==> src/source/resetter.sv <==
`timescale 1ns/1ns

module resetter #(
	parameter int RST_CNT_SIZE = 6
) (
	input  logic fclk,
	input  logic reset,
	input  logic soft_rst,
	output logic rst
);

	logic [RST_CNT_SIZE-1:0] cnt;

	// restart on either request, release once the counter saturates
	always_ff @(posedge fclk) begin
		if (reset || soft_rst) begin
			cnt <= '0;
			rst <= 1'b1;
		end else begin
			if (cnt != '1)
				cnt <= cnt + 1'b1;
			rst <= (cnt != '1);
		end
	end

endmodule

==> config.mk <==
export PLATFORM = sky130hd
export DESIGN_NAME = resetter
export DESIGN_NICKNAME = d
export VERILOG_FILES = /design/src/source/resetter.sv
export SDC_FILE = /design/constraint.sdc
export NUM_CORES = 1
export LEC_CHECK = 0
export BUFFER_PORTS_ARGS = -buffer_cell sky130_fd_sc_hd__buf_2
export CORE_AREA = 2 2 39 41
export DETAILED_ROUTE_END_ITERATION = 16
export DIE_AREA = 0 0 41 43
export PLACE_DENSITY = 0.46
export SLEW_MARGIN = 0
export SYNTH_ARGS = -nofsm -noshare
export SYNTH_HDL_FRONTEND = slang
export SYNTH_SLANG_ARGS = --single-unit
==> constraint.sdc <==
create_clock -name fclk -period 1.5 [get_ports fclk]
set_input_delay 0.15 -clock fclk [delete_from_list [all_inputs] [get_ports fclk]]
set_output_delay 0.15 -clock fclk [all_outputs]
set_load 0.02 [all_outputs]
Word-level counts from Yosys, hierarchy flattened
Cells that the tools add are included.
{"block": "word_totals", "ff_bits": 7, "in_bits": 3}
{"block": "op_classes", "n_addsub": 1, "n_eq_ne": 1, "reduce_logical": 1}
{"operator": "6-bit by 1-bit adder with 6-bit output (second input constant)", "count": 1}
{"operator": "6-bit inequality test (second input constant)", "count": 1}
{"operator": "1-bit logical OR", "count": 1}

Depth between registers and ports, before layout
{"block": "logic_depth", "ltp_word": 1, "ltp_mapped": 4, "depth_no_buf": 4}

Worst setup path before layout
No wires, ideal clock.
{"block": "synth_path", "path_type": "register -> register", "startpoint": "reg cnt[0]", "endpoint": "reg cnt[5]", "setup_time_ps": 116, "arrival_time_ps": 1119, "setup_slack_ps": 266, "path_stages_with_launch": 5, "path_buffers": 0, "cell_sequence": "dfxtp_1 ha_1 and2_1 nor4b_1 and3b_1"}
{"block": "synth_between", "elab_chain_cells": 1, "elab_cells_between_ends": 2}
{"element": "from (decl)", "line_no": "12", "text": "logic [RST_CNT_SIZE-1:0] cnt;"}
{"element": "from (signal assigned)", "line_no": "21", "text": "cnt <= cnt + 1'b1;"}
{"element": "6-bit by 1-bit adder with 6-bit output or 6-bit inequality test (tied branches)", "line_no": "21, 20"}
Parallel ways exist; a longest one is shown, timed or not.
A chain may end at the register's enable or synchronous reset.

Worst setup path after layout
Ends and elaborated chain as after synthesis.

==> results.md <==
* Status: complete, no violations
* N_diodes at 0
* Netlist cell types at 18
* DRT iter0 DRCs at 4
* Syn avg cell area at 9.228 um2
* CTS clk-pin slew, worst paths at roughly 50 ps
* Leakage at between 0.0001 and 0.00015 uW
* Crit path max fanout at 4
* Die height at 43 um
* Clock Sinks at 7
* Synth Net Count at 36
* CTS buffer count at 3
* CP max-delay cell: dfxtp_1
* Post-Syn Area at 295.3 um2
* CP peak stage delay at 330 ps
* Crit-path cells: ha_1 > and2_1 > nor4b_1 > and3b_1
* Final period util at 87.50%
* CTS tree: done
* CP Capture Type: register
* Die ar. at between 1500 and 2000 um2
* CP required at approximately 1700 ps
* Unrepaired setup endpoints after global routing: no
* Post-layout util at roughly 26%
* Finish-stage setup viols at 0
* Final Power at 374.9 uW
* # rows at 14
* Register bit count reported by yosys at 7
* Synthesized instance count at 32
* Tmin final at 1312 ps
* Final Hold Vio Count at 0
* CTS root buffer: clkbuf_4
* Initial Util at 21.34%
* First-pass GRT wire length at 890 um
* Clk_lat worst skew at 250 ps
* Grt met3 use at under 10%
* Final TNS setup at 0 ps
* Min-Delay Path Class: in2reg
* Delay-heaviest family, CP: simple AND/OR/NAND/NOR gates
* Final Max Slew Viols at 0
* Post-route ant nets at 0
* Final net count at 44
* Via-to-Cell Ratio at around 4.3
* WL/cell at a little under 9 um
* CTS max path bufs at 2
* Largest net degree at the start of global routing at 9
* Ys Warns at 0
* Worst Skew at 0.6261 ps
* Total global-route track usage at 8.266%
* Post-synthesis sequential area ratio at a little under half
* Number of remaining DRC errors at 0
* Aggregate routed wire length at 488 um
* Routability congestion estimate at 0.7053
* Top area cells in the synthesized netlist: dfxtp_1 47%, nand2_1 6.4%, ha_1 4.2%
* Slew margin rel. at 70.58%
* Drt first pass iters at 3
* Worst slew pin tran at 439.6 ps
* Hold Worst Slack at 177.5 ps
* DP HPWL at roughly 360 um
* Die X at between 40 and 50 um
* Pwr/cell area at 1051 nW/um2
* Post-synth top area cell: dfxtp_1
* Layout area overhead at 20.76%
* Max Cap Violations at 0
* Startpoint Class: register
* Critical path class: reg2reg
* Hold_buf cts at 0
* Most Used Layer, Global Route: met1
* M1 GR Usage at 10.75%
* Post-CTS sizing at 0
* # Post-CTS Setup Buffers at 0
* I/O pins at 4
* Max frequency at 761.9 MHz
* CP Data Arrival Time at ~1500 ps
* Final global-route overflow total at 0
* Worst VDD drop at between 0.3 and 0.4 mV
* Top cell type's share of synthesized area at a little under half
* Layout cell share with drive strength beyond 1 at 17.95%
* Met2 usage at 7.813%
* Buf+Inv Stages, Crit Path at 0
* Port Buf Inserts at 3
* H-tree Lvls at 1
* Routed vias at 237
* Core ar. at 1384 um2
* Initial antenna violation count at 0
* Number of global-route vias before repair at approximately 210
==> per-layer routing <==
layer	routed length [um]	share of wire [%]
met4	6	1.2
met1	251	51
met2	180	37
met5	0	0
met3	49	10
==> sequential cells by signal, indices dropped and copies added (netlist names) <==
signal,count
rst,1
cnt,6
==> path summary, 6_finish.rpt <==
path           from  endpoint  slack, ps  depth (start not counted)
min           reset       rst        180                          3
max          cnt[0]    cnt[5]        190                          4
min reg2reg  cnt[1]    cnt[1]        480                          2
max reg2reg  cnt[0]    cnt[5]        190                          4
==> where the power goes <==
part / internal (uW) / switching [uW] / total, uW
registers: 189 / 2.19 / 191
clock network: 102 / 71.8 / 173
logic: 4.97 / 5.51 / 10.5
==> kinds of logic after synthesis <==
kind of cell	after synthesis	synth area share [%]
simple gates	15	27.55
compound gates	7	14.41
mux	1	3.390
fa+ha+maj	1	4.237
flops	7	47.46
xor+xnor	1	2.967
==> worst reg2reg max path, stage by stage, from the launching register on <==
cell	delay, ps
dfxtp_1	330
ha_1	220
and2_1	180
nor4b_1	270
and3b_1	210
==> through the flow <==
step / std cells / worst slack (ps) / cell area, um2
after floorplan: 32 / 265.6 / 295.3
after global placement: 51 / 189.9 / 330.3
after detailed placement: 51 / 175.3 / 330.3
after CTS: 55 / 170.8 / 356.6
after global routing: 55 / 109.6 / 356.6
final: 55 / 187.5 / 356.6
==> synth_stat cells <==
master,number
dfxtp_1,7
or3_1,1
nand3_1,1
o21ai_0,2
nor4b_1,1
nor2_1,3
ha_1,1
nand2_1,5
a21oi_1,2
xnor2_1,1
o31ai_1,1
and3b_1,1
o21a_1,1
nand3_2,1
and2_1,1
and3_1,1
mux2i_1,1
o21bai_1,1
==> layout by cell type (no fill, tap or decap), drive strengths merged <==
cell type	netlist	layout
dfxtp	7	7
nand2	5	5
clkbuf	0	4
nor2	3	3
buf	0	3
o21ai	2	2
a21oi	2	2
nand3	2	2
or3	1	1
and3	1	1
and2	1	1
o31ai	1	1
xnor2	1	1
o21a	1	1
mux2i	1	1
nor4b	1	1
o21bai	1	1
and3b	1	1
ha	1	1
==> cell type report <==
cell class / instances / area [um2]
fillers: 152 / 1027
multi-input cells: 25 / 155.1
flip-flops and latches: 7 / 140.1
clock buffers: 4 / 26.28
well taps: 16 / 20.02
repair buffers: 3 / 15.01
Power figures use the tool's default switching activity.
