$ cat src/source/zx_bus_pkg.sv
package zx_bus_pkg;

	////////////////////////////////////////////////////////////
	// raw Z80 strobes, all active low
	////////////////////////////////////////////////////////////
	typedef struct packed {
		logic iorq_n;
		logic mreq_n;
		logic rd_n;
		logic wr_n;
		logic m1_n;
		logic rfsh_n;
	} z80_bus_t;

	// registered cycle levels and their start pulses
	typedef struct packed {
		logic iord;
		logic iowr;
		logic memrd;
		logic memwr;
		logic opfetch;
		logic iord_s;
		logic iowr_s;
		logic memwr_s;
		logic opfetch_s;
	} z80_cycle_t;

	typedef logic [15:0] zaddr_t;
	typedef logic [7:0]  zdata_t;

endpackage
$ cat src/source/zsignals.sv
`timescale 1ns/1ns

module zsignals (
	input  logic                   fclk,
	input  logic                   rst,
	input  zx_bus_pkg::z80_bus_t   bus,
	output zx_bus_pkg::z80_cycle_t cyc
);

	// strobes after one register, active high
	logic iorq;
	logic mreq;
	logic rd;
	logic wr;
	logic m1;
	logic rfsh;

	// levels one cycle back
	logic iord_p;
	logic iowr_p;
	logic memwr_p;
	logic opfetch_p;

	always_ff @(posedge fclk) begin
		if (rst) begin
			iorq <= 1'b0;
			mreq <= 1'b0;
			rd   <= 1'b0;
			wr   <= 1'b0;
			m1   <= 1'b0;
			rfsh <= 1'b0;
		end else begin
			iorq <= ~bus.iorq_n;
			mreq <= ~bus.mreq_n;
			rd   <= ~bus.rd_n;
			wr   <= ~bus.wr_n;
			m1   <= ~bus.m1_n;
			rfsh <= ~bus.rfsh_n;
		end
	end

	always_comb begin
		cyc.iord      = iorq & rd;
		cyc.iowr      = iorq & wr;
		cyc.memrd     = mreq & rd;
		cyc.memwr     = mreq & wr;
		cyc.opfetch   = mreq & rd & m1 & ~rfsh;
		// first cycle of each level
		cyc.iord_s    = cyc.iord & ~iord_p;
		cyc.iowr_s    = cyc.iowr & ~iowr_p;
		cyc.memwr_s   = cyc.memwr & ~memwr_p;
		cyc.opfetch_s = cyc.opfetch & ~opfetch_p;
	end

	always_ff @(posedge fclk) begin
		if (rst) begin
			iord_p    <= 1'b0;
			iowr_p    <= 1'b0;
			memwr_p   <= 1'b0;
			opfetch_p <= 1'b0;
		end else begin
			iord_p    <= cyc.iord;
			iowr_p    <= cyc.iowr;
			memwr_p   <= cyc.memwr;
			opfetch_p <= cyc.opfetch;
		end
	end

endmodule

$ cat config.mk
export PLATFORM = sky130hd
export DESIGN_NAME = zsignals
export DESIGN_NICKNAME = d
export VERILOG_FILES = /design/src/source/zx_bus_pkg.sv /design/src/source/zsignals.sv
export SDC_FILE = /design/constraint.sdc
export NUM_CORES = 1
export LEC_CHECK = 0
export ABC_AREA = 1
export ABC_CLOCK_PERIOD_IN_PS = 940
export BUFFER_PORTS_ARGS = -buffer_cell sky130_fd_sc_hd__buf_2
export CAP_MARGIN = 10
export CORE_AREA = 2 2 39 41
export DETAILED_ROUTE_END_ITERATION = 10
export DIE_AREA = 0 0 41 43
export PLACE_DENSITY_LB_ADDON = 0.3
export SLEW_MARGIN = 20
export SYNTH_ARGS = -nofsm -noshare
export SYNTH_HDL_FRONTEND = slang
export SYNTH_SLANG_ARGS = --single-unit
$ cat constraint.sdc
create_clock -name fclk -period 0.94 [get_ports fclk]
set_input_delay 0.235 -clock fclk [delete_from_list [all_inputs] [get_ports fclk]]
set_output_delay 0.235 -clock fclk [all_outputs]
set_load 0.02 [all_outputs]
# After elaboration in Yosys (flattened, before gate mapping)
# Index checks and enable logic that the tools add are counted.
[classes]
bitwise = 21
[op_table]
columns = ["operator", "n"]
rows = [
  ["$not A1 Y1", 11],
  ["$and A1 B1 Y1", 10],
]
[word_totals]
reg_bits = 10
input_bits = 8
word_cells = 31

# Depth between registers and ports, before layout
[depth]
depth_word = 4
ltp_mapped = 3
depth_no_buf = 3

# Least setup slack after synthesis
# OpenSTA, ideal clock, no wires.
[synth_path]
kind = "register -> output"
from = "register rd"
to = "output port cyc[0] (netlist bit)"
arrival_ns = 0.730
t_required_ns = 0.705
slack_ns = -0.025
stages_incl_launch_ff = 3
cell_sequence = "dfxtp_1 > nand2_2 > nor3_2"
[synth_lines]
columns = ["item", "line_no", "source"]
rows = [
  ["start: declaration", "zsignals.sv:13", "logic rd;"],
  ["start signal: assignment", "zsignals.sv:35", "rd <= ~bus.rd_n;"],
  ["end: declaration", "zsignals.sv:7", "output zx_bus_pkg::z80_cycle_t cyc"],
]

==> results.py <==
metrics = {
    "outcome": {
        "status": "complete, but fails checks",
        "violations": "setup timing",
    },
    "yosys": {
        "ys_ff_latch": 10,
        "synth_enable_flop_cells": 0,
        "syn-instance-count": 36,
        "yosys.area.top_type_share": 0.625,
        "synth_nets": 44,
        "yosys_warnings": 0,
        "synth_seq_area_share": 0.625,
        "synth_area_leaders": "sky130_fd_sc_hd__dfxtp_1 (63%), sky130_fd_sc_hd__nor2_1 (15%), sky130_fd_sc_hd__nor3_2 (6.3%)",
        "synth_cell_types": 7,
        "syn_area_per_cell_sq_um": 8.90,
        "synth.most_common_cell": "sky130_fd_sc_hd__nor2_1",
        "synth_area_leader_cell": "sky130_fd_sc_hd__dfxtp_1",
        "syn_area_sq_um": 320,
        "synth_top_flop_cell": "sky130_fd_sc_hd__dfxtp_1",
        "async_flop_share": 0,
        "synth.cells.most_frequent": "sky130_fd_sc_hd__nor2_1 (13), sky130_fd_sc_hd__dfxtp_1 (10), sky130_fd_sc_hd__inv_1 (5)",
    },
    "grt": {
        "wire_length_of_the_first_global_routing_pass_um": 952,
        "grt_pass1_vias": 266,
        "grtUsageTotal": 0.0877,
        "grt_max_degree": 11,
        "initial_antenna_violation_count": 0,
        "grt_overflow_total": 0,
    },
    "timing": {
        "worst_clock_skew_ps": 3.23,
        "worst_hold_margin_ps": 116,
        "relSlewSlack": 0.874,
        "slew_of_the_pin_with_the_lowest_slew_margin_ps": 190,
        "post-route-period-util": 1.28,
        "fmax_mhz": 829,
        "finalSetupViolCount": 9,
        "period_needed_ps": 1210,
        "hold_viol_final": 0,
        "unrepaired_setup_endpoints_after_global_routing": "yes",
        "setup_ws_final_ps": -267,
        "maxSlewViolCount": 0,
    },
    "clock_network": {
        "clk_root_buffer_cell": "sky130_fd_sc_hd__clkbuf_4",
        "numCtsBuffers": 3,
        "clkLatencyLatePin_ps": 260,
        "clkSinkCount": 10,
        "clk_transition_reported_paths_ps": 60,
        "post_cts_hold_buffer_count": 0,
        "cts_h_tree_lvls": 1,
        "tritoncts": "built",
        "clock_tree.buffer_depth": 2,
    },
    "floorplan": {
        "fp.dieW_um": 41,
        "floorplan.die_area_sq_um": 1760,
        "dieHeight_um": 43,
        "design.core.area_sq_um": 1380,
        "effective_utilization_at_floorplan": 0.231,
        "io-pin-count": 17,
        "rows": 14,
    },
    "setup_path": {
        "startpoint_type": "flop",
        "r2r-start": "mreq",
        "worst-endpoint-required_ps": 700,
        "worst-setup-path-type": "reg2out",
        "timing.rr.end": "opfetch_p",
        "worstPathArrival_ps": 970,
        "reg2regPathDepth": 4,
        "critical_path.max_fanout": 4,
        "r2r_setup_slack_ps": 90,
        "worst_setup_path_end_kind": "primary output",
    },
    "power": {
        "p_total_uw": 898,
        "powerDensity_nw_per_um2": 1670,
        "clock_power_share": 0.411,
        "combPwrFrac": 0.085,
        "netSwitchingFraction": 0.206,
        "power_report.internal_total_uw": 713,
        "switchingPower_uw": 185,
        "seq_power_share": 0.504,
        "cellLeakagePower_nw": 0.292,
        "power.ir.vdd_worst_v": 0.000490,
    },
    "worst_hold_path": {
        "hp-start": "bus[3]",
        "worstHoldPathCells": 2,
        "hold_class": "in2reg",
        "min_to": "rd",
    },
    "placement": {
        "placement.setup.worst_slack_ps": -55.4,
        "buffers_on_ports": 16,
        "finalWeightedCongestion": 0.622,
    },
    "cells_and_area": {
        "syn_to_final_growth_pct": 67.6,
        "nNetsFinal": 67,
        "antenna_cells_inserted": 0,
        "final_layout_size_suffix_gt1_frac": 0.603,
    },
    "route": {
        "routed_wirelength_um": 565,
        "route.detailed.drc": 0,
        "detail_route.iter0.violations": 2,
        "num_vias": 285,
        "routedWlPerCell_um": 7.64,
        "post_drt_via_cell_ratio": 3.85,
        "drt_pass1_iterations": 4,
        "final_antenna_net_count": 0,
    },
    "job": {
        "cap_violations": 0,
    },
}
## critical path, cell delays in order, from the launching register on
cell,delay (ps)
sky130_fd_sc_hd__dfxtp_2,350
sky130_fd_sc_hd__nand2_4,70
sky130_fd_sc_hd__nor3_4,160
sky130_fd_sc_hd__buf_6,140
## power groups by stage
| stage | Clock, mW | Combinational (mW) | Sequential, mW |
|---|---|---|---|
| floorplan | 0 | 0.0390 | 0.455 |
| global placement | 0 | 0.0652 | 0.456 |
| detailed placement | 0 | 0.0655 | 0.456 |
| CTS | 0.384 | 0.0763 | 0.451 |
| global route | 0.411 | 0.0858 | 0.455 |
| finish | 0.369 | 0.0763 | 0.453 |
## registers in the layout, summed over array words and instances (netlist names)
signal	flops
iord_p	1
iorq	1
iowr_p	1
m1	1
memwr_p	1
mreq	1
opfetch_p	1
rd	1
rfsh	1
wr	1
## metrics by stage
stage                util  instances  instance area, sq um  setup TNS (ps)
finish              0.388         74                   537           -1700
floorplan               -         36                   329               0
CTS                 0.380         74                   526           -1820
detailed placement  0.313         69                   433           -55.4
global placement    0.313         69                   433           -32.4
global route        0.388         74                   537           -2420
## worst max-delay path by stage
stage,startpoint,endpoint,slack (ps),cells after the start
finish,mreq,cyc[0],-270,3
global route,mreq,cyc[0],-340,3
CTS,mreq,cyc[0],-280,3
detailed placement,rd,cyc[0],-60,3
global placement,rd,cyc[0],-30,3
floorplan,rd,cyc[3],20,2
## logic make-up (layout without fill, tap and decap cells)
group / count (synthesis) / after routing / synth area share
AND/OR/NAND/NOR: 20 / 20 / 0.281
flip-flops: 10 / 10 / 0.625
buffers and inverters: 6 / 28 / 0.0938
## cell usage in the layout (no fill, tap or decap), drive strengths merged
master  netlist  layout
nand2         5       5
nor3          2       2
clkbuf        0       4
buf           1      19
dfxtp        10      10
nor2         13      13
inv           5       5
## timing repair
item,in CTS,in global routing
gates resized for setup,20,3
buffers inserted,1,0
setup endpoints to repair,9,9
pin swaps,1,0
## layer usage
layer  global-route usage  vias to the layer above  share of wire
li1                     -                      150              -
met1               0.0847                      124           0.39
met2                0.119                        9           0.49
met3               0.0419                        2          0.067
met4                0.100                        0          0.042
met5                    0                        -              0
## layout make-up
type	count	area [sq um]
multi-input cells	20	116
clock buffers	4	36.3
fillers	141	847
repair buffers	19	140
flip-flops and latches	10	205
inverters	5	18.8
well taps	16	20.0
Power figures use the tool's default switching activity.
