**src/source/zx_mem_pkg.sv**
```systemverilog
package zx_mem_pkg;

	typedef logic [7:0] page_t;

	// entry 0 is window #0000-#3FFF
	typedef page_t [3:0] xt_page_t;

	typedef struct packed {
		logic [3:0] spare_hi;
		logic       w0_ram;
		logic [1:0] spare_lo;
		logic       rom128;
	} memconf_t;

	////////////////////////////////////////////////////////////
	// port map
	////////////////////////////////////////////////////////////
	typedef enum logic [2:0] {
		port_none,
		port_border,
		port_xtp0,
		port_xtp1,
		port_xtp2,
		port_xtp3,
		port_sysconf,
		port_memconf
	} port_id_e;

	// border #FE sits on any even address
	localparam logic [15:0] PORT_XTP0    = 16'h10AF;
	localparam logic [15:0] PORT_XTP1    = 16'h11AF;
	localparam logic [15:0] PORT_XTP2    = 16'h12AF;
	localparam logic [15:0] PORT_XTP3    = 16'h13AF;
	localparam logic [15:0] PORT_SYSCONF = 16'h20AF;
	localparam logic [15:0] PORT_MEMCONF = 16'h21AF;

	localparam xt_page_t    XT_PAGE_RST  = {8'd0, 8'd2, 8'd5, 8'd0};
	localparam logic [7:0]  DOS_ENTRY_HI = 8'h3D;
	localparam int          BEEP_BIT     = 4;

endpackage

```
**src/source/zx_bus_pkg.sv**
```systemverilog
package zx_bus_pkg;

	////////////////////////////////////////////////////////////
	// raw Z80 strobes, all active low
	////////////////////////////////////////////////////////////
	typedef struct packed {
		logic iorq_n;
		logic mreq_n;
		logic rd_n;
		logic wr_n;
		logic m1_n;
		logic rfsh_n;
	} z80_bus_t;

	// registered cycle levels and their start pulses
	typedef struct packed {
		logic iord;
		logic iowr;
		logic memrd;
		logic memwr;
		logic opfetch;
		logic iord_s;
		logic iowr_s;
		logic memwr_s;
		logic opfetch_s;
	} z80_cycle_t;

	typedef logic [15:0] zaddr_t;
	typedef logic [7:0]  zdata_t;

endpackage
```
**src/source/zports.sv**
```systemverilog
`timescale 1ns/1ns

module zports (
	input  logic                   fclk,
	input  logic                   rst,
	input  zx_bus_pkg::z80_cycle_t cyc,
	input  zx_bus_pkg::zaddr_t     a,
	input  zx_bus_pkg::zdata_t     din,
	output zx_bus_pkg::zdata_t     dout,
	output logic                   dout_ena,
	output zx_mem_pkg::memconf_t   memconf,
	output zx_mem_pkg::xt_page_t   xt_page,
	output logic                   beep
);

	import zx_bus_pkg::*;
	import zx_mem_pkg::*;

	port_id_e port_id;
	zdata_t   border;

	////////////////////////////////////////////////////////////
	// port decode
	////////////////////////////////////////////////////////////
	always_comb begin
		if (!a[0]) begin
			port_id = port_border;
		end else begin
			case (a)
				PORT_XTP0:    port_id = port_xtp0;
				PORT_XTP1:    port_id = port_xtp1;
				PORT_XTP2:    port_id = port_xtp2;
				PORT_XTP3:    port_id = port_xtp3;
				PORT_SYSCONF: port_id = port_sysconf;
				PORT_MEMCONF: port_id = port_memconf;
				default:      port_id = port_none;
			endcase
		end
	end

	////////////////////////////////////////////////////////////
	// register file
	////////////////////////////////////////////////////////////
	always_ff @(posedge fclk) begin
		if (rst) begin
			border  <= '0;
			memconf <= '0;
			xt_page <= XT_PAGE_RST;
		end else if (cyc.iowr_s) begin
			case (port_id)
				port_border:  border <= din;
				port_memconf: memconf <= memconf_t'(din);
				// window index is the low bits of the high byte
				port_xtp0, port_xtp1, port_xtp2, port_xtp3:
					xt_page[a[9:8]] <= din;
				default: ;
			endcase
		end
	end

	assign beep = border[BEEP_BIT];

	// readback of memconf and the window pages
	always_comb begin
		dout     = '0;
		dout_ena = 1'b0;
		case (port_id)
			port_memconf: begin
				dout     = zdata_t'(memconf);
				dout_ena = cyc.iord;
			end
			port_xtp0, port_xtp1, port_xtp2, port_xtp3: begin
				dout     = xt_page[a[9:8]];
				dout_ena = cyc.iord;
			end
			default: ;
		endcase
	end

endmodule

```
**config.mk**
```make
export PLATFORM = sky130hd
export DESIGN_NAME = zports
export DESIGN_NICKNAME = d
export VERILOG_FILES = /design/src/source/zx_mem_pkg.sv /design/src/source/zx_bus_pkg.sv /design/src/source/zports.sv
export SDC_FILE = /design/constraint.sdc
export NUM_CORES = 1
export LEC_CHECK = 0
export BUFFER_PORTS_ARGS = -buffer_cell sky130_fd_sc_hd__buf_2
export CORE_AREA = 4 4 73 75
export DETAILED_ROUTE_END_ITERATION = 8
export DIE_AREA = 0 0 77 79
export GPL_TIMING_DRIVEN = 0
export PLACE_DENSITY = 0.78
export SYNTH_ARGS = -nofsm -noshare
export SYNTH_HDL_FRONTEND = slang
export SYNTH_SLANG_ARGS = --single-unit
```
**constraint.sdc**
```tcl
create_clock -name fclk -period 4.1 [get_ports fclk]
set_input_delay 0.205 -clock fclk [delete_from_list [all_inputs] [get_ports fclk]]
set_output_delay 0.205 -clock fclk [all_outputs]
set_load 0.01 [all_outputs]
```
# After elaboration in Yosys (flattened, before gate mapping)
# Index checks and enable logic that the tools add are counted.
# totals
mem_bits_rw	0
word_cells	38
rom_bits	0
latchBits	0
memories	0
regBits	45
# op_classes
n_mux	9
shifts	0
n_eq_ne	12
mul	0
reduce_logical	6
addsub	0
bitwise_logic	0
magnitude_cmp	2
div_mod_pow	0
# ops
operator	count
== test 16 x 13 -> 1 bit, second input constant	4
bitwise mux 32 bit	1
== test 16 x 14 -> 1 bit, second input constant	2
case mux 3 bit (6 select lines)	1
binary-select mux 8 bit (select 2 bit)	1
demux 8 bit (select 2 bit)	1
two-way mux 8 bit	2
case mux 8 bit (2 select lines)	1
== test 3 bit, second input constant	3
== test 3 x 2 -> 1 bit, second input constant	2
AND reduction 2 bit	3
OR reduction 5 bit	1
OR reduction 4 bit	1
== test 3 x 1 -> 1 bit, second input constant	1
less-than comparator 2 x 3 -> 1 bit, second input constant	1
two-way mux 3 bit	1
>= comparator 2 x 1 -> 1 bit, second input constant	1
logical AND 1 bit	1
two-way mux 1 bit	1

# Longest topological paths before layout
# depth
word_depth	6
depth_mapped	5
depth_no_buf	4

# Worst setup path after synthesis
# No wires, ideal clock.
# synth_path
kind	input-to-output
from	input a[11]
to	output dout_ena
cell_stages	5
t_required_ns	3.895
t_arrival_ns	1.532
setup_slack_ns	2.363
path_cell_list	or4_1 and4bb_2 buf_2 inv_1 a21boi_0
# synth_between
elab_chain_cells	6
elab_cells_between_ends	15
classes_between	eq/ne: 11; mux: 3; reduce/logical: 1
# synth_lines
item	line_no	rtl
from (decl)	zports.sv:7	input zx_bus_pkg::zaddr_t a,
== test 16 x 14 -> 1 bit or == test 16 x 13 -> 1 bit (tied branches)	zports.sv:29	case (a)
case mux 3 bit (6 select lines) *	zports.sv:29	
two-way mux 3 bit *	zports.sv:26	if (!a[0]) begin
== test 3 x 2 -> 1 bit or == test 3 bit (tied branches)	zports.sv:67	case (port_id)
OR reduction 5 bit (no source line) *	n/a	
two-way mux 1 bit *	zports.sv:67	
to (decl)	zports.sv:10	output logic dout_ena,
# Every way passes the cells marked *; elsewhere a longest branch is shown, timed or not.

# Worst setup path in the final report
# layout_path
from	input a[11]
to	output dout[0]
# layout_between
elab_chain_cells	6
elab_cells_between_ends	15
classes_between	eq/ne: 11; mux: 3; reduce/logical: 1
# layout_lines
item	line_no	rtl
== test 16 x 14 -> 1 bit or == test 16 x 13 -> 1 bit (tied branches)	zports.sv:29	
case mux 3 bit (6 select lines) *	zports.sv:29	
two-way mux 3 bit *	zports.sv:26	
== test 3 x 2 -> 1 bit or == test 3 bit (tied branches)	zports.sv:67	
OR reduction 4 bit	zports.sv:67	
case mux 8 bit (2 select lines) *	zports.sv:67	
to (decl)	zports.sv:9	output zx_bus_pkg::zdata_t dout,
# Marks and branches as above.

==> flow_summary.yaml <==
pwr:
  power_frac_seq_pct: 50.4
  p_comb_share_pct: 6.8
  ir_drop_uv: 134
  clock_power_share_pct: 42.8
  intPower_uw: 624
  p_sw_uw: 166
  swShare_pct: 21.1
  p_leak_nw: 1.33
  p_per_area_mw_per_mm2: 303
timing:
  tightest_slew_ns: 0.455
  worst_hold_slack_ns: 0.165
  setup_viol: 0
  fin_setup_tns_ns: 0
  hold_viol: 0
  fin_skew_ns: 0
  relSlewSlack_pct: 69.7
  rsz0062_at_grt: "false"
  fmax_mhz: 456
  slew_violations: 0
  min_period_ns: 2.19
  fin_crit_sh_pct: 53.5
floorplan:
  fp-row-count: 25
  core-area_mm2: 0.00466
  start_util_pct: 43.8
  die-area_mm2: 0.00608
  ioPinCount: 85
  fp.dieW_um: 77
  dieHeight_um: 79
setup_path:
  crit_arrival_ns: 1.99
  slowest_delay_ns: 0.57
  crit_path_end_kind: "primary output"
  cp_common_cell: "buf_2"
  critPathTopFamily: "simple AND/OR/NAND/NOR gates"
  slowest_stage: "or4_1"
  cp_num_cells: 6
  worstSetupEndpoint: "dout[0]"
  worstReg2RegEnd: "xt_page[17]"
  timing.rr.start: "xt_page[17]"
  crit_required_ns: 3.89
  crit_type: "in -> out"
  critPathLaunchType: "input pin"
  reg2reg_depth: 2
  crit_fanout: 9
  crit_chain: "buf_2, or4_1, nor2_1, nand4b_1, o21ai_0, buf_2"
  r2r_slack_ns: 3.42
  cp.buffers_inverters: 2
  startpoint: "a[11]"
yosys:
  synth_commonest_cells: "nand2b_1, dfxtp_1, mux2i_1"
  synth.largest_area_cell: "dfxtp_1"
  ys_async_sr_fraction_pct: 0
  synth_most_common_cell: "nand2b_1"
  synth_warnings: 0
  netlist.area_leader.share_pct: 40.2
  synthCells: 194
  synth_edf_count: 0
  synth_area_per_cell_um2: 10.5
  synth_area_leaders: "dfxtp_1, mux2i_1, nand2b_1, mux4_2, o21ai_0"
  syn_nets: 229
  synth_ff_type: "dfxtp_1"
  ys_seq_area_share_pct: 40.2
  netlist_area_mm2: 0.00204
  ys_seq_elements: 41
  synth_cell_types: 27
global_routing:
  grt-ovfl-total: 0
  first_global_vias: 1730
  antenna_found_initial: 0
  grtUsageTotal_pct: 18.3
  grt_pass1_wl_um: 8560
  grt_max_degree: 13
detailed_routing:
  routedWlPerCell_um: 15.9
  drt_iter0_drc: 128
  vias_per_cell: 5.09
  ant_nets: 0
  route.final.wire_length_um: 5300
  first_pass_iters: 4
  via_count: 1695
  drc: 0
clock_tree:
  hold_buffers: 0
  numClockSinks: 41
  cts_tree: "built"
  clk_pin_slew_worst_paths_ns: 0.08
  root_buffer: "clkbuf_8"
  cts-htree-levels: 2
  cts.repair.resized: 0
  clk_latency_ns: 0.29
  cts_setup_buffers: 0
  cts.path.max_buffers: 2
  cts_buffers: 5
layout:
  fillers: 438
  nets: 313
  diodes: 0
  multiInputGateArea_mm2: 0.00113
  regArea_um2: 821
  areaGrowthSynthToFinish_pct: 27.9
  final_area_mm2: 0.00261
  drive_gt1_share_pct: 37.6
worst_hold_path:
  hp-class: "in -> reg"
placement:
  gp_congestion: 0.749
  dpl.hpwl_um: 3980
  dpl_cell_area_mm2: 0.00249
  port_buffers: 77
status:
  status: "finished clean"
run:
  drv_cap: 0
-- per-layer routing --
layer / GRT usage (%) / wire [um] / up-vias
li1: - / - / 837
met1: 20.7 / 2310 / 788
met2: 32.0 / 2470 / 63
met3: 6.46 / 441 / 7
met4: 6.58 / 74 / 0
met5: 0 / 0 / -
-- stage by stage --
stage          setup slack [ns]  cells  util, %  total power [mW]
2_1_floorplan              2.36    194        -             0.437
3_3_place_gp               1.95    325     53.5             0.461
3_5_place_dp               1.90    325     53.5             0.462
4_1_cts                    1.91    333     56.0             0.798
5_1_grt                    1.75    333     56.0             0.815
6_report                   1.91    333     56.0             0.790
-- worst min-delay path by stage --
stage / slack, ns / end / cells past startpoint / from
CTS: 0.15 / border[4] / 3 / din[4]
detailed placement: 0.48 / xt_page[4] / 2 / xt_page[4]
finish: 0.16 / border[4] / 3 / din[4]
global route: 0.19 / border[4] / 3 / din[4]
floorplan: 0.35 / border[4] / 2 / din[4]
global placement: 0.46 / border[4] / 3 / din[4]
-- power groups by stage --
stage | registers, mW | logic (mW) | clock network, mW
after floorplan | 0.408 | 0.0293 | 0
after global placement | 0.408 | 0.0534 | 0
after detailed placement | 0.408 | 0.0541 | 0
after CTS | 0.398 | 0.0544 | 0.346
after global routing | 0.399 | 0.0590 | 0.357
final | 0.398 | 0.0537 | 0.338
-- placed cells by master (no fill, tap or decap), drive strengths merged --
cell	count
nand2	8
nand4	1
inv	9
nor4bb	1
nand3b	2
o21ai	8
and3b	2
nor3b	1
mux2i	41
mux4	8
nor2	8
clkbuf	12
dfxtp	41
nand2b	46
nand4b	1
nand4bb	1
and4	1
and4bb	2
or4	1
nand3	1
buf	82
a21boi	1
bufinv	1
-- kinds of logic (layout without fill, tap and decap cells) --
kind of cell           after synthesis  in the layout  synth area share (%)
buffers and inverters               19            104                  4.23
multiplexers                        49             49                  28.9
AO/OA/AOI/OAI                        9              9                  2.33
flip-flops                          41             41                  40.2
AND/OR/NAND/NOR                     76             76                  24.3
-- state kept, by name, summed over array words and instances (netlist names) --
register / cells
xt_page: 32
border: 1
memconf: 8
-- layout make-up --
cell class / count / share of cell area, %
tap: 54 / 2.59
inverter: 9 / 1.29
timing repair buffer: 77 / 14.8
buffer: 10 / 2.01
multi-input combinational: 134 / 43.5
clock buffer: 7 / 3.31
clock inverter: 1 / 1.15
sequential: 41 / 31.4
-- tightest hold or removal path: cells and delay by family --
kind          cells  cell delay, ns
simple gates      1            0.08
buf+inv           1            0.09
mux               1            0.06
Power figures use the tool's default switching activity.
