**src/source/zx_mem_pkg.sv**
```systemverilog
package zx_mem_pkg;

	typedef logic [7:0] page_t;

	// entry 0 is window #0000-#3FFF
	typedef page_t [3:0] xt_page_t;

	typedef struct packed {
		logic [3:0] spare_hi;
		logic       w0_ram;
		logic [1:0] spare_lo;
		logic       rom128;
	} memconf_t;

	////////////////////////////////////////////////////////////
	// port map
	////////////////////////////////////////////////////////////
	typedef enum logic [2:0] {
		port_none,
		port_border,
		port_xtp0,
		port_xtp1,
		port_xtp2,
		port_xtp3,
		port_sysconf,
		port_memconf
	} port_id_e;

	// border #FE sits on any even address
	localparam logic [15:0] PORT_XTP0    = 16'h10AF;
	localparam logic [15:0] PORT_XTP1    = 16'h11AF;
	localparam logic [15:0] PORT_XTP2    = 16'h12AF;
	localparam logic [15:0] PORT_XTP3    = 16'h13AF;
	localparam logic [15:0] PORT_SYSCONF = 16'h20AF;
	localparam logic [15:0] PORT_MEMCONF = 16'h21AF;

	localparam xt_page_t    XT_PAGE_RST  = {8'd0, 8'd2, 8'd5, 8'd0};
	localparam logic [7:0]  DOS_ENTRY_HI = 8'h3D;
	localparam int          BEEP_BIT     = 4;

endpackage

```
**src/source/zx_bus_pkg.sv**
```systemverilog
package zx_bus_pkg;

	////////////////////////////////////////////////////////////
	// raw Z80 strobes, all active low
	////////////////////////////////////////////////////////////
	typedef struct packed {
		logic iorq_n;
		logic mreq_n;
		logic rd_n;
		logic wr_n;
		logic m1_n;
		logic rfsh_n;
	} z80_bus_t;

	// registered cycle levels and their start pulses
	typedef struct packed {
		logic iord;
		logic iowr;
		logic memrd;
		logic memwr;
		logic opfetch;
		logic iord_s;
		logic iowr_s;
		logic memwr_s;
		logic opfetch_s;
	} z80_cycle_t;

	typedef logic [15:0] zaddr_t;
	typedef logic [7:0]  zdata_t;

endpackage
```
**src/source/pager.sv**
```systemverilog
`timescale 1ns/1ns

module pager (
	input  zx_bus_pkg::zaddr_t   a,
	input  zx_mem_pkg::memconf_t memconf,
	input  zx_mem_pkg::xt_page_t xt_page,
	input  logic                 dos,
	output zx_mem_pkg::page_t    page,
	output logic                 romnram
);

	logic [1:0] win;

	// 16k windows
	assign win = a[15:14];

	////////////////////////////////////////////////////////////
	// window to page
	////////////////////////////////////////////////////////////
	always_comb begin
		if (win != 2'd0 || memconf.w0_ram) begin
			page    = xt_page[win];
			romnram = 1'b0;
		end else begin
			// rom select: bit 1 is the 48k/dos pair, bit 0 the 128k half
			page    = {xt_page[0][7:2], ~dos, memconf.rom128};
			romnram = 1'b1;
		end
	end

endmodule

```
**config.mk**
```make
export PLATFORM = sky130hd
export DESIGN_NAME = pager
export DESIGN_NICKNAME = d
export VERILOG_FILES = /design/src/source/zx_mem_pkg.sv /design/src/source/zx_bus_pkg.sv /design/src/source/pager.sv
export SDC_FILE = /design/constraint.sdc
export NUM_CORES = 1
export LEC_CHECK = 0
export BUFFER_PORTS_ARGS = -buffer_cell sky130_fd_sc_hd__buf_2
export CELL_PAD_IN_SITES_DETAIL_PLACEMENT = 1
export CELL_PAD_IN_SITES_GLOBAL_PLACEMENT = 2
export CORE_MARGIN = 4
export CORE_UTILIZATION = 10
export DETAILED_ROUTE_END_ITERATION = 10
export GPL_ROUTABILITY_DRIVEN = 0
export GPL_TIMING_DRIVEN = 0
export PLACE_DENSITY = 0.95
export SETUP_SLACK_MARGIN = 0.05
export SYNTH_ARGS = -nofsm -noshare
export SYNTH_HDL_FRONTEND = slang
export SYNTH_SLANG_ARGS = --single-unit
```
**constraint.sdc**
```tcl
create_clock -name vclk -period 0.9
set_input_delay 0.09 -clock vclk [all_inputs]
set_output_delay 0.09 -clock vclk [all_outputs]
set_load 0.01 [all_outputs]
```
======== Word level (Yosys, flattened, before mapping) ========
Cells that the tools add are included.
cells by class
  divide/modulo/power cells ............... 0
  magnitude comparators ................... 1
  shift operators ......................... 0
  multiplexer cells ....................... 4
  add/subtract/negate cells ............... 0
  bitwise operators ....................... 1
  reduce and logical (&&, ||, !) cells .... 2
  multiply operators ...................... 0
  equality and inequality tests ........... 0
operator list
  cell                number
  $bmux 8 s2          1
  $mux 8              2
  $lt 2x3->1 const B  1
  $reduce_bool 2->1   1
  $logic_or 1x1->1    1
  $mux 1              1
  $not 1->1           1
word-level totals
  latch bits .............................. 0
  input bits .............................. 57
  output and inout bits ................... 9
  bits in read-only memories .............. 0
  word-level logic and storage cells ...... 8
  memories kept ........................... 0
  memory bits (writable) .................. 0
  flip-flop bits (word level) ............. 0

======== Depth between registers and ports, before layout ========
Gate-level depths: netlist of run 1.
  depth after elaboration ................. 3
  gate-level depth with buffers ........... 5

======== Worst setup path before layout of run 1 ========
OpenSTA, ideal clock, no wires.
  path type ............................... input -> output
  from .................................... input port a[14]
  to ...................................... output port page[0]
  setup slack ............................. -0.020 ns
  cell stages on the path ................. 5
  arrival time ............................ 0.830 ns
  path buffers ............................ 2
  required time ........................... 0.810 ns
  cells stage by stage .................... buf_6 buf_8 or2b_1 a21oi_1 nor3_1
between the ends
  cells in the longest elaborated chain, start to end .. 3
  elaborated cells on any way between the ends .. 5
  classes of those cells .................. mux (3); reduce/logical (2)
ends and longest elaborated chain
  item                                                              RTL line                  RTL
  from (decl)                                                       pager.sv:4                input zx_bus_pkg::zaddr_t a,
  $bmux 8 s2 or $reduce_bool 2->1 (tied branches)                   pager.sv:22, pager.sv:21
  $mux 8 (implied by the code) or $logic_or 1x1->1 (tied branches)  pager.sv:22, pager.sv:21
  $mux 8 (*)                                                        pager.sv:21               if (win != 2'd0 || memconf.w0_ram) begin
  to (decl)                                                         pager.sv:8                output zx_mem_pkg::page_t page,
Mark *: on every way between the ends. The rest lies on a longest branch, timed or not. The select of a mux whose other input is x is not followed.

======== Worst setup path after layout of run 1 ========
  from .................................... input port a[14]
  to ...................................... output port page[4]
The elaborated chain is that of the path after synthesis.

==> summary.md, run 1 <==
| Metric | Value |
|---|---|
| Largest net degree at the start of global routing | 11 |
| FF/Latch Area | 0 sq um |
| Worst path cell trace | buf_12 -> buf_8 -> mux4_2 -> buf_6 |
| Power Total | 339 uW |
| Pwr per Cell Area | 487 nW/um^2 |
| Worst hold-check path type | in -> out |
| Synth Area in Compound Gates | 8.26% |
| Switching power | 128 uW |
| Max Fclk | 967 MHz |
| DR vias/cell | 4.23 |
| Design area | 697 sq um |
| CP Class | in -> out |
| Synth area leader | mux4_1 |
| Req. time, crit path | 0.81 ns |
| CP Capture Type | output pin |
| Largest cells by area after synthesis | mux4_1, mux4_2, or3b_1 |
| Pre-CTS WS | -0.188 ns |
| CP max FO | 7 |
| Switching share of power | 37.6% |
| CP arrival | 0.94 ns |
| Die boundary height | 60.2 microns |
| Layout cells sized above 1 | 91.7% |
| First-pass GRT wire length | 2.25 mm |
| XOR/XNOR share of the synthesized area | 0% |
| CLK BUF | 0 |
| Cell count along the critical path | 4 |
| Vias in the first global route | 476 |
| Largest family of logic cells by synthesized area | multiplexers |
| Cells on Worst Hold Path | 3 |
| Flop pwr share | 0% |
| DRT Pass-1 Iters | 4 |
| Hpwl dp | 1.28 mm |
| Area share of the largest cell type after synthesis | 28.9% |
| Internal Power | 212 uW |
| Total negative slack | -0.852 ns |
| Iteration-0 DRC Markers | 6 |
| # placed instances | 99 |
| # fillers | 306 |
| IO Pins | 66 |
| Max Cap Viol | 0 |
| Port bufs | 45 |
| Final design utilization | 27.4% |
| DP Area | 553 sq um |
| Setup WS post-layout | -0.134 ns |
| Clock power share | 0% |
| GRT Util Overall | 8.11% |
| Register area share after synthesis | 0% |
| Delay-heaviest family, CP | multiplexers |
| Failing checks | setup timing |
| Nets@finish | 131 |
| Horiz. Die Dim | 60.2 microns |
| Min-delay src | memconf[3] |
| Die area | 3630 sq um |
| Synth Area in Adders | 0% |
| Status | complete, but fails checks |
| Worst Path Buf+Inv | 3 |
| Gate power share | 100.0% |
| Routed wire length | 1.47 mm |
| Total grt overflow | 0 |
| Net count after synthesis | 81 |
| Mux contribution to synthesized area | 53.7% |
| Antenna violations before repair | 0 |
| Max stage delay on crit path | 0.50 ns |
| Worst Tran Pin Value | 0.229 ns |
| Yosys warns | 0 |
| Final hold vios | 0 |
| Average wire per cell in the routed design | 14.4 microns |
| Synth Instances | 24 |
| Synth cell types | 14 |
| Syn avg cell area | 11.4 sq um |
| Post-synth top cells | mux4_1, mux4_2, nor3_1 |
| Synthesized area | 273 sq um |
| Period utilisation layout | 115% |
| Leakage | 0.325 nW |
| Fin Hold WS | 0.485 ns |
| Ant. Diodes | 0 |
| Non-filler instance count after layout | 102 |
| Max_slew headroom | 84.7% |
| Starting Density | 10.7% |
| Hold_buf cts | 0 |
| Area delta synth->final | 156% |
| Final setup vio count | 8 |
| Hold Path Sink | romnram |
| VDD IR max | 176 uV |
| DR DRC count | 0 |
| Row count | 18 |
| Seq Cell Count | 0 |
| Minimum clock period | 1.03 ns |
| Post-route ant nets | 0 |
| Vias | 431 |
| Core ar. | 2540 sq um |
| Simple-gate share of the synthesized area | 26.6% |
| Area taken by multi-input logic gates | 312 sq um |
| RSZ-0062 raised after global routing | true |
| Startpoint types | primary input |
| Final Max Slew Viols | 0 |
| Slowest stage cell on the critical path | mux4_2 |
-- power by group through the flow --
stage / logic (mW) / clock network (mW) / registers (mW)
after detailed placement: 0.260 / 0 / 0
after floorplan: 0.130 / 0 / 0
after global placement: 0.253 / 0 / 0
final: 0.339 / 0 / 0
after global routing: 0.371 / 0 / 0
after CTS: 0.334 / 0 / 0
-- area by class of cell --
cell class | count | share of cell area, %
Multi-Input combinational cell | 21 | 44.7
Buffer | 3 | 6.64
Timing Repair Buffer | 48 | 43.3
Tap cell | 30 | 5.39
-- logic make-up after synthesis --
group | count (synthesis)
AOI/OAI and AO/OA | 4
buffers and inverters | 3
muxes | 6
and+or+nand+nor | 11
-- routing by layer --
layer | vias up | routed length [microns] | part of all wire (%) | global-route usage (%)
li1 | 203 | - | - | -
met1 | 195 | 558 | 38 | 10.5
met2 | 33 | 736 | 50 | 14.8
met3 | 0 | 171 | 12 | 1.30
met4 | 0 | 0 | 0 | 0
met5 | - | 0 | 0 | 0
-- worst min-delay path, cell delays in order --
cell,delay (ns)
buf_4,0.13
nor3_2,0.05
buf_2,0.13
-- placed cells by master, fill, tap and decap left out --
cell | synthesis | routed
buf_2 | 1 | 41
buf_6 | 1 | 4
mux4_2 | 3 | 4
nor3_2 | 0 | 3
buf_12 | 0 | 2
mux4_1 | 3 | 2
or2b_1 | 2 | 2
or3b_1 | 2 | 2
a21oi_2 | 0 | 2
buf_4 | 0 | 2
buf_8 | 1 | 1
nand2_2 | 0 | 1
nand2b_4 | 0 | 1
o22ai_4 | 0 | 1
nor4b_2 | 0 | 1
o22ai_2 | 0 | 1
nor4_4 | 0 | 1
buf_16 | 0 | 1
-- worst max path at each step --
stage / startpoint / to / slack [ns]
6_report: a[14] / page[4] / -0.13
5_1_grt: a[14] / page[4] / -0.18
4_1_cts: a[14] / page[4] / -0.15
3_5_place_dp: a[14] / page[1] / -0.19
3_3_place_gp: a[14] / page[4] / -0.16
2_1_floorplan: a[14] / page[4] / -0.01
-- repair_timing --
item / CTS / global route
cloned: 1 / 0
pin swaps: 3 / 0
buffers inserted: 2 / 0
resized for setup: 16 / 3
endpoints found under the setup margin: 8 / 9
Power figures use the tool's default switching activity.
==> run 2, diff against run 1 <==
Settings changed: CELL_PAD_IN_SITES_DETAIL_PLACEMENT 1 to 0, CELL_PAD_IN_SITES_GLOBAL_PLACEMENT 2 to 1, CORE_UTILIZATION 10 to 11, PLACE_DENSITY 0.95 to 0.81.
==> summary.md, run 2 (same netlist as run 1, synthesis figures left out) <==
| Metric | Value |
|---|---|
| Pwr per Cell Area | 488 nW/um^2 |
| Vias | 414 |
| CP max FO | 7 |
| CP arrival | 0.96 ns |
| Max Fclk | 956 MHz |
| Ant. Diodes | 0 |
| Worst hold-check path type | in -> out |
| Antenna violations before repair | 0 |
| VDD IR max | 170 uV |
| Most common cell after layout, fill and taps aside | buf_2 |
| CLK BUF | 0 |
| Horiz. Die Dim | 57.8 microns |
| # fillers | 258 |
| Average wire per cell in the routed design | 13.2 microns |
| Req. time, crit path | 0.81 ns |
| Seq Cell Count | 0 |
| Post-route ant nets | 0 |
| Row count | 17 |
| Failing checks | setup timing |
| Final setup vio count | 8 |
| IO Pins | 66 |
| GRT Util Overall | 7.60% |
| Die boundary height | 57.8 microns |
| Worst Tran Pin Value | 0.234 ns |
| CP Class | in -> out |
| Starting Density | 12.0% |
| Max_slew headroom | 84.3% |
| Total negative slack | -0.824 ns |
| CP Capture Type | output pin |
| Vias in the first global route | 441 |
| FF/Latch Area | 0 sq um |
| Gr busiest metal | met2 |
| Met3 Usage GRT | 0.445% |
| Nets@finish | 130 |
| Largest net degree at the start of global routing | 11 |
| Die area | 3340 sq um |
| DR vias/cell | 4.18 |
| Commonest non-fill, non-tap cells in the layout | buf_2, buf_6, mux4_2 |
| Final Max Slew Viols | 0 |
| RSZ-0062 raised after global routing | true |
| Port bufs | 45 |
| Status | complete, but fails checks |
| Power Total | 329 uW |
| DRT Pass-1 Iters | 4 |
| Setup WS post-layout | -0.146 ns |
| Startpoint types | primary input |
| Core ar. | 2280 sq um |
| M2 GR Usage | 16.8% |
| Layout cells sized above 1 | 90.1% |
| DR DRC count | 0 |
| Hold_buf cts | 0 |
| First-pass GRT wire length | 2.08 mm |
| Final hold vios | 0 |
| Period utilisation layout | 116% |
| Area delta synth->final | 147% |
| Met1 usage in global routing | 7.99% |
| Area taken by multi-input logic gates | 307 sq um |
| Leakage | 0.325 nW |
| Minimum clock period | 1.05 ns |
| Total grt overflow | 0 |
| Iteration-0 DRC Markers | 2 |
| Max Cap Viol | 0 |
| Routed wire length | 1.31 mm |
==> run 2: metrics by stage <==
step / util, % / instances / area, sq um / hold slack (ns) / setup slack, ns
after floorplan: - / 24 / 290 / 0.234 / -0.00987
after global placement: 24.2 / 97 / 551 / 0.486 / -0.165
after detailed placement: 24.2 / 97 / 551 / 0.486 / -0.176
after CTS: 28.9 / 98 / 658 / 0.487 / -0.142
after global routing: 29.6 / 99 / 674 / 0.504 / -0.179
final: 29.6 / 99 / 674 / 0.485 / -0.146
==> run 2: per-layer routing <==
layer  share of wire (%)  wire length (microns)
met1                  31                    411
met2                  61                    797
met3                 7.4                     97
met4                   0                      0
met5                   0                      0
==> run 2: area by class of cell <==
cell class,count,share of cell area [%]
well taps,28,5.19
multi-input cells,21,45.5
repair buffers,47,42.5
plain buffers,3,6.86
==> run 2: power breakdown <==
group	leakage (nW)	total (mW)	switching (mW)	internal (mW)
Combinational	0.325	0.329	0.121	0.208
Clock	0	0	0	0
Sequential	0	0	0	0
==> run 2: critical path, stage by stage <==
cell and delay, ns:
buf_12 0.11, or3b_1 0.40, a21oi_2 0.16, nor3_2 0.06, buf_2 0.14
==> run 2: repair_timing <==
action                     4_1_cts  5_1_grt
pin swaps                        3        0
gates resized for setup         14        3
gates cloned                     1        0
setup endpoints to repair        8        9
hold endpoints to repair         0        0
setup buffers                    0        1
==> run 2: worst paths after layout <==
check	endpoint	from	cells after the start	slack [ns]
worst max-delay path	page[0]	a[14]	5	-0.15
worst min-delay path	romnram	memconf[3]	3	0.48
==> run 3, diff against run 2 <==
Settings changed: CELL_PAD_IN_SITES_DETAIL_PLACEMENT 0 to default, CELL_PAD_IN_SITES_GLOBAL_PLACEMENT 1 to default, CORE_UTILIZATION 11 to 21, PLACE_DENSITY 0.81 to 0.84.
==> summary.md, run 3 (same netlist as run 1, synthesis figures left out) <==
| Metric | Value |
|---|---|
| Worst setup path endpoint | page[5] |
| Starting Density | 23.3% |
| # fillers | 113 |
| Worst Tran Pin Value | 0.216 ns |
| Iteration-0 DRC Markers | 0 |
| Startpoint types | primary input |
| Routed wire length | 1.12 mm |
| Max Cap Viol | 0 |
| CP arrival | 0.95 ns |
| Min-delay src | memconf[3] |
| Core ar. | 1170 sq um |
| Req. time, crit path | 0.81 ns |
| Die area | 1940 sq um |
| GRT Util Overall | 11.5% |
| Fin Hold WS | 0.497 ns |
| Slowest stage cell on the critical path | mux4_2 |
| Ant. Diodes | 0 |
| Layout cells sized above 1 | 88.6% |
| # placed instances | 83 |
| Row count | 12 |
| CP Capture Type | output pin |
| Port bufs | 45 |
| VDD IR max | 188 uV |
| Crit. Startpoint | a[14] |
| Post-route ant nets | 0 |
| Leakage | 0.315 nW |
| Pre-CTS WS | -0.165 ns |
| Worst path cell trace | buf_12 -> buf_8 -> mux4_2 -> buf_6 |
| Antenna violations before repair | 0 |
| Total grt overflow | 0 |
| Worst hold-check path type | in -> out |
| Status | complete, but fails checks |
| Failing checks | setup timing |
| Die boundary height | 44.0 microns |
| Setup bufs post-CTS | 0 |
| Max Fclk | 960 MHz |
| DR vias/cell | 4.85 |
| FF/Latch Area | 0 sq um |
| DRT Pass-1 Iters | 1 |
| Final Max Slew Viols | 0 |
| DR DRC count | 0 |
| CP Class | in -> out |
| Seq Cell Count | 0 |
| Period utilisation layout | 116% |
| Worst Path Buf+Inv | 3 |
| Final setup vio count | 8 |
| Final design utilization | 54.4% |
| CLK BUF | 0 |
| Most common cell after layout, fill and taps aside | buf_2 |
| Horiz. Die Dim | 44.0 microns |
| IO Pins | 66 |
| Minimum clock period | 1.04 ns |
| CP max FO | 7 |
| Cell count along the critical path | 4 |
| Non-filler instance count after layout | 84 |
| Power Total | 305 uW |
| Area delta synth->final | 133% |
| Largest net degree at the start of global routing | 11 |
| Nets@finish | 129 |
| Delay-heaviest family, CP | multiplexers |
| Average wire per cell in the routed design | 13.4 microns |
| Final hold vios | 0 |
| Vias | 407 |
| Max_slew headroom | 85.5% |
| RSZ-0062 raised after global routing | true |
| Vias in the first global route | 430 |
| Setup WS post-layout | -0.142 ns |
| Pwr per Cell Area | 478 nW/um^2 |
| Commonest non-fill, non-tap cells in the layout | buf_2, mux4_2, mux4_1 |
| Max stage delay on crit path | 0.51 ns |
| First-pass GRT wire length | 1.77 mm |
==> run 3: cell count changes in the layout (fill, tap and decap cells not counted), sizes merged <==
cell	before	now
bufbuf	1	0
==> run 3: layer usage <==
| layer | global-route usage, % | vias up | part of all wire [%] |
|---|---|---|---|
| li1 | - | 201 | - |
| met1 | 13.2 | 175 | 34 |
| met2 | 23.3 | 31 | 54 |
| met3 | 1.63 | 0 | 13 |
| met4 | 0 | 0 | 0 |
| met5 | 0 | - | 0 |
==> run 3: cell type report <==
cell class | count | area [sq um] | share of cell area [%]
multi-input cells | 21 | 312 | 48.9
well taps | 14 | 17.5 | 2.75
plain buffers | 3 | 46.3 | 7.27
repair buffers | 46 | 262 | 41.1
==> run 3: how the worst min path moves through the flow <==
stage               endpoint  slack (ns)  cells after the start
finish               romnram        0.50                      3
global route         romnram        0.52                      3
CTS                  romnram        0.49                      3
detailed placement   romnram        0.48                      3
global placement     romnram        0.48                      3
floorplan            romnram        0.23                      1
==> run 3: metrics by stage <==
step,setup TNS [ns],area [sq um]
2_1_floorplan,-0.0296,290
3_3_place_gp,-0.862,533
3_5_place_dp,-0.920,533
4_1_cts,-0.749,642
5_1_grt,-1.06,637
6_report,-0.783,637
==> run 3: power breakdown <==
part	internal (mW)	leakage [nW]	switching, mW
sequential	0	0	0
clock	0	0	0
combinational	0.188	0.315	0.116
total	0.188	0.315	0.116
==> run 3: timing repair <==
item                       4_1_cts  5_1_grt
cloned                           1        0
hold buffers                     0        0
resized for setup               14        1
setup endpoints to repair        8        9
pin swaps                        3        1
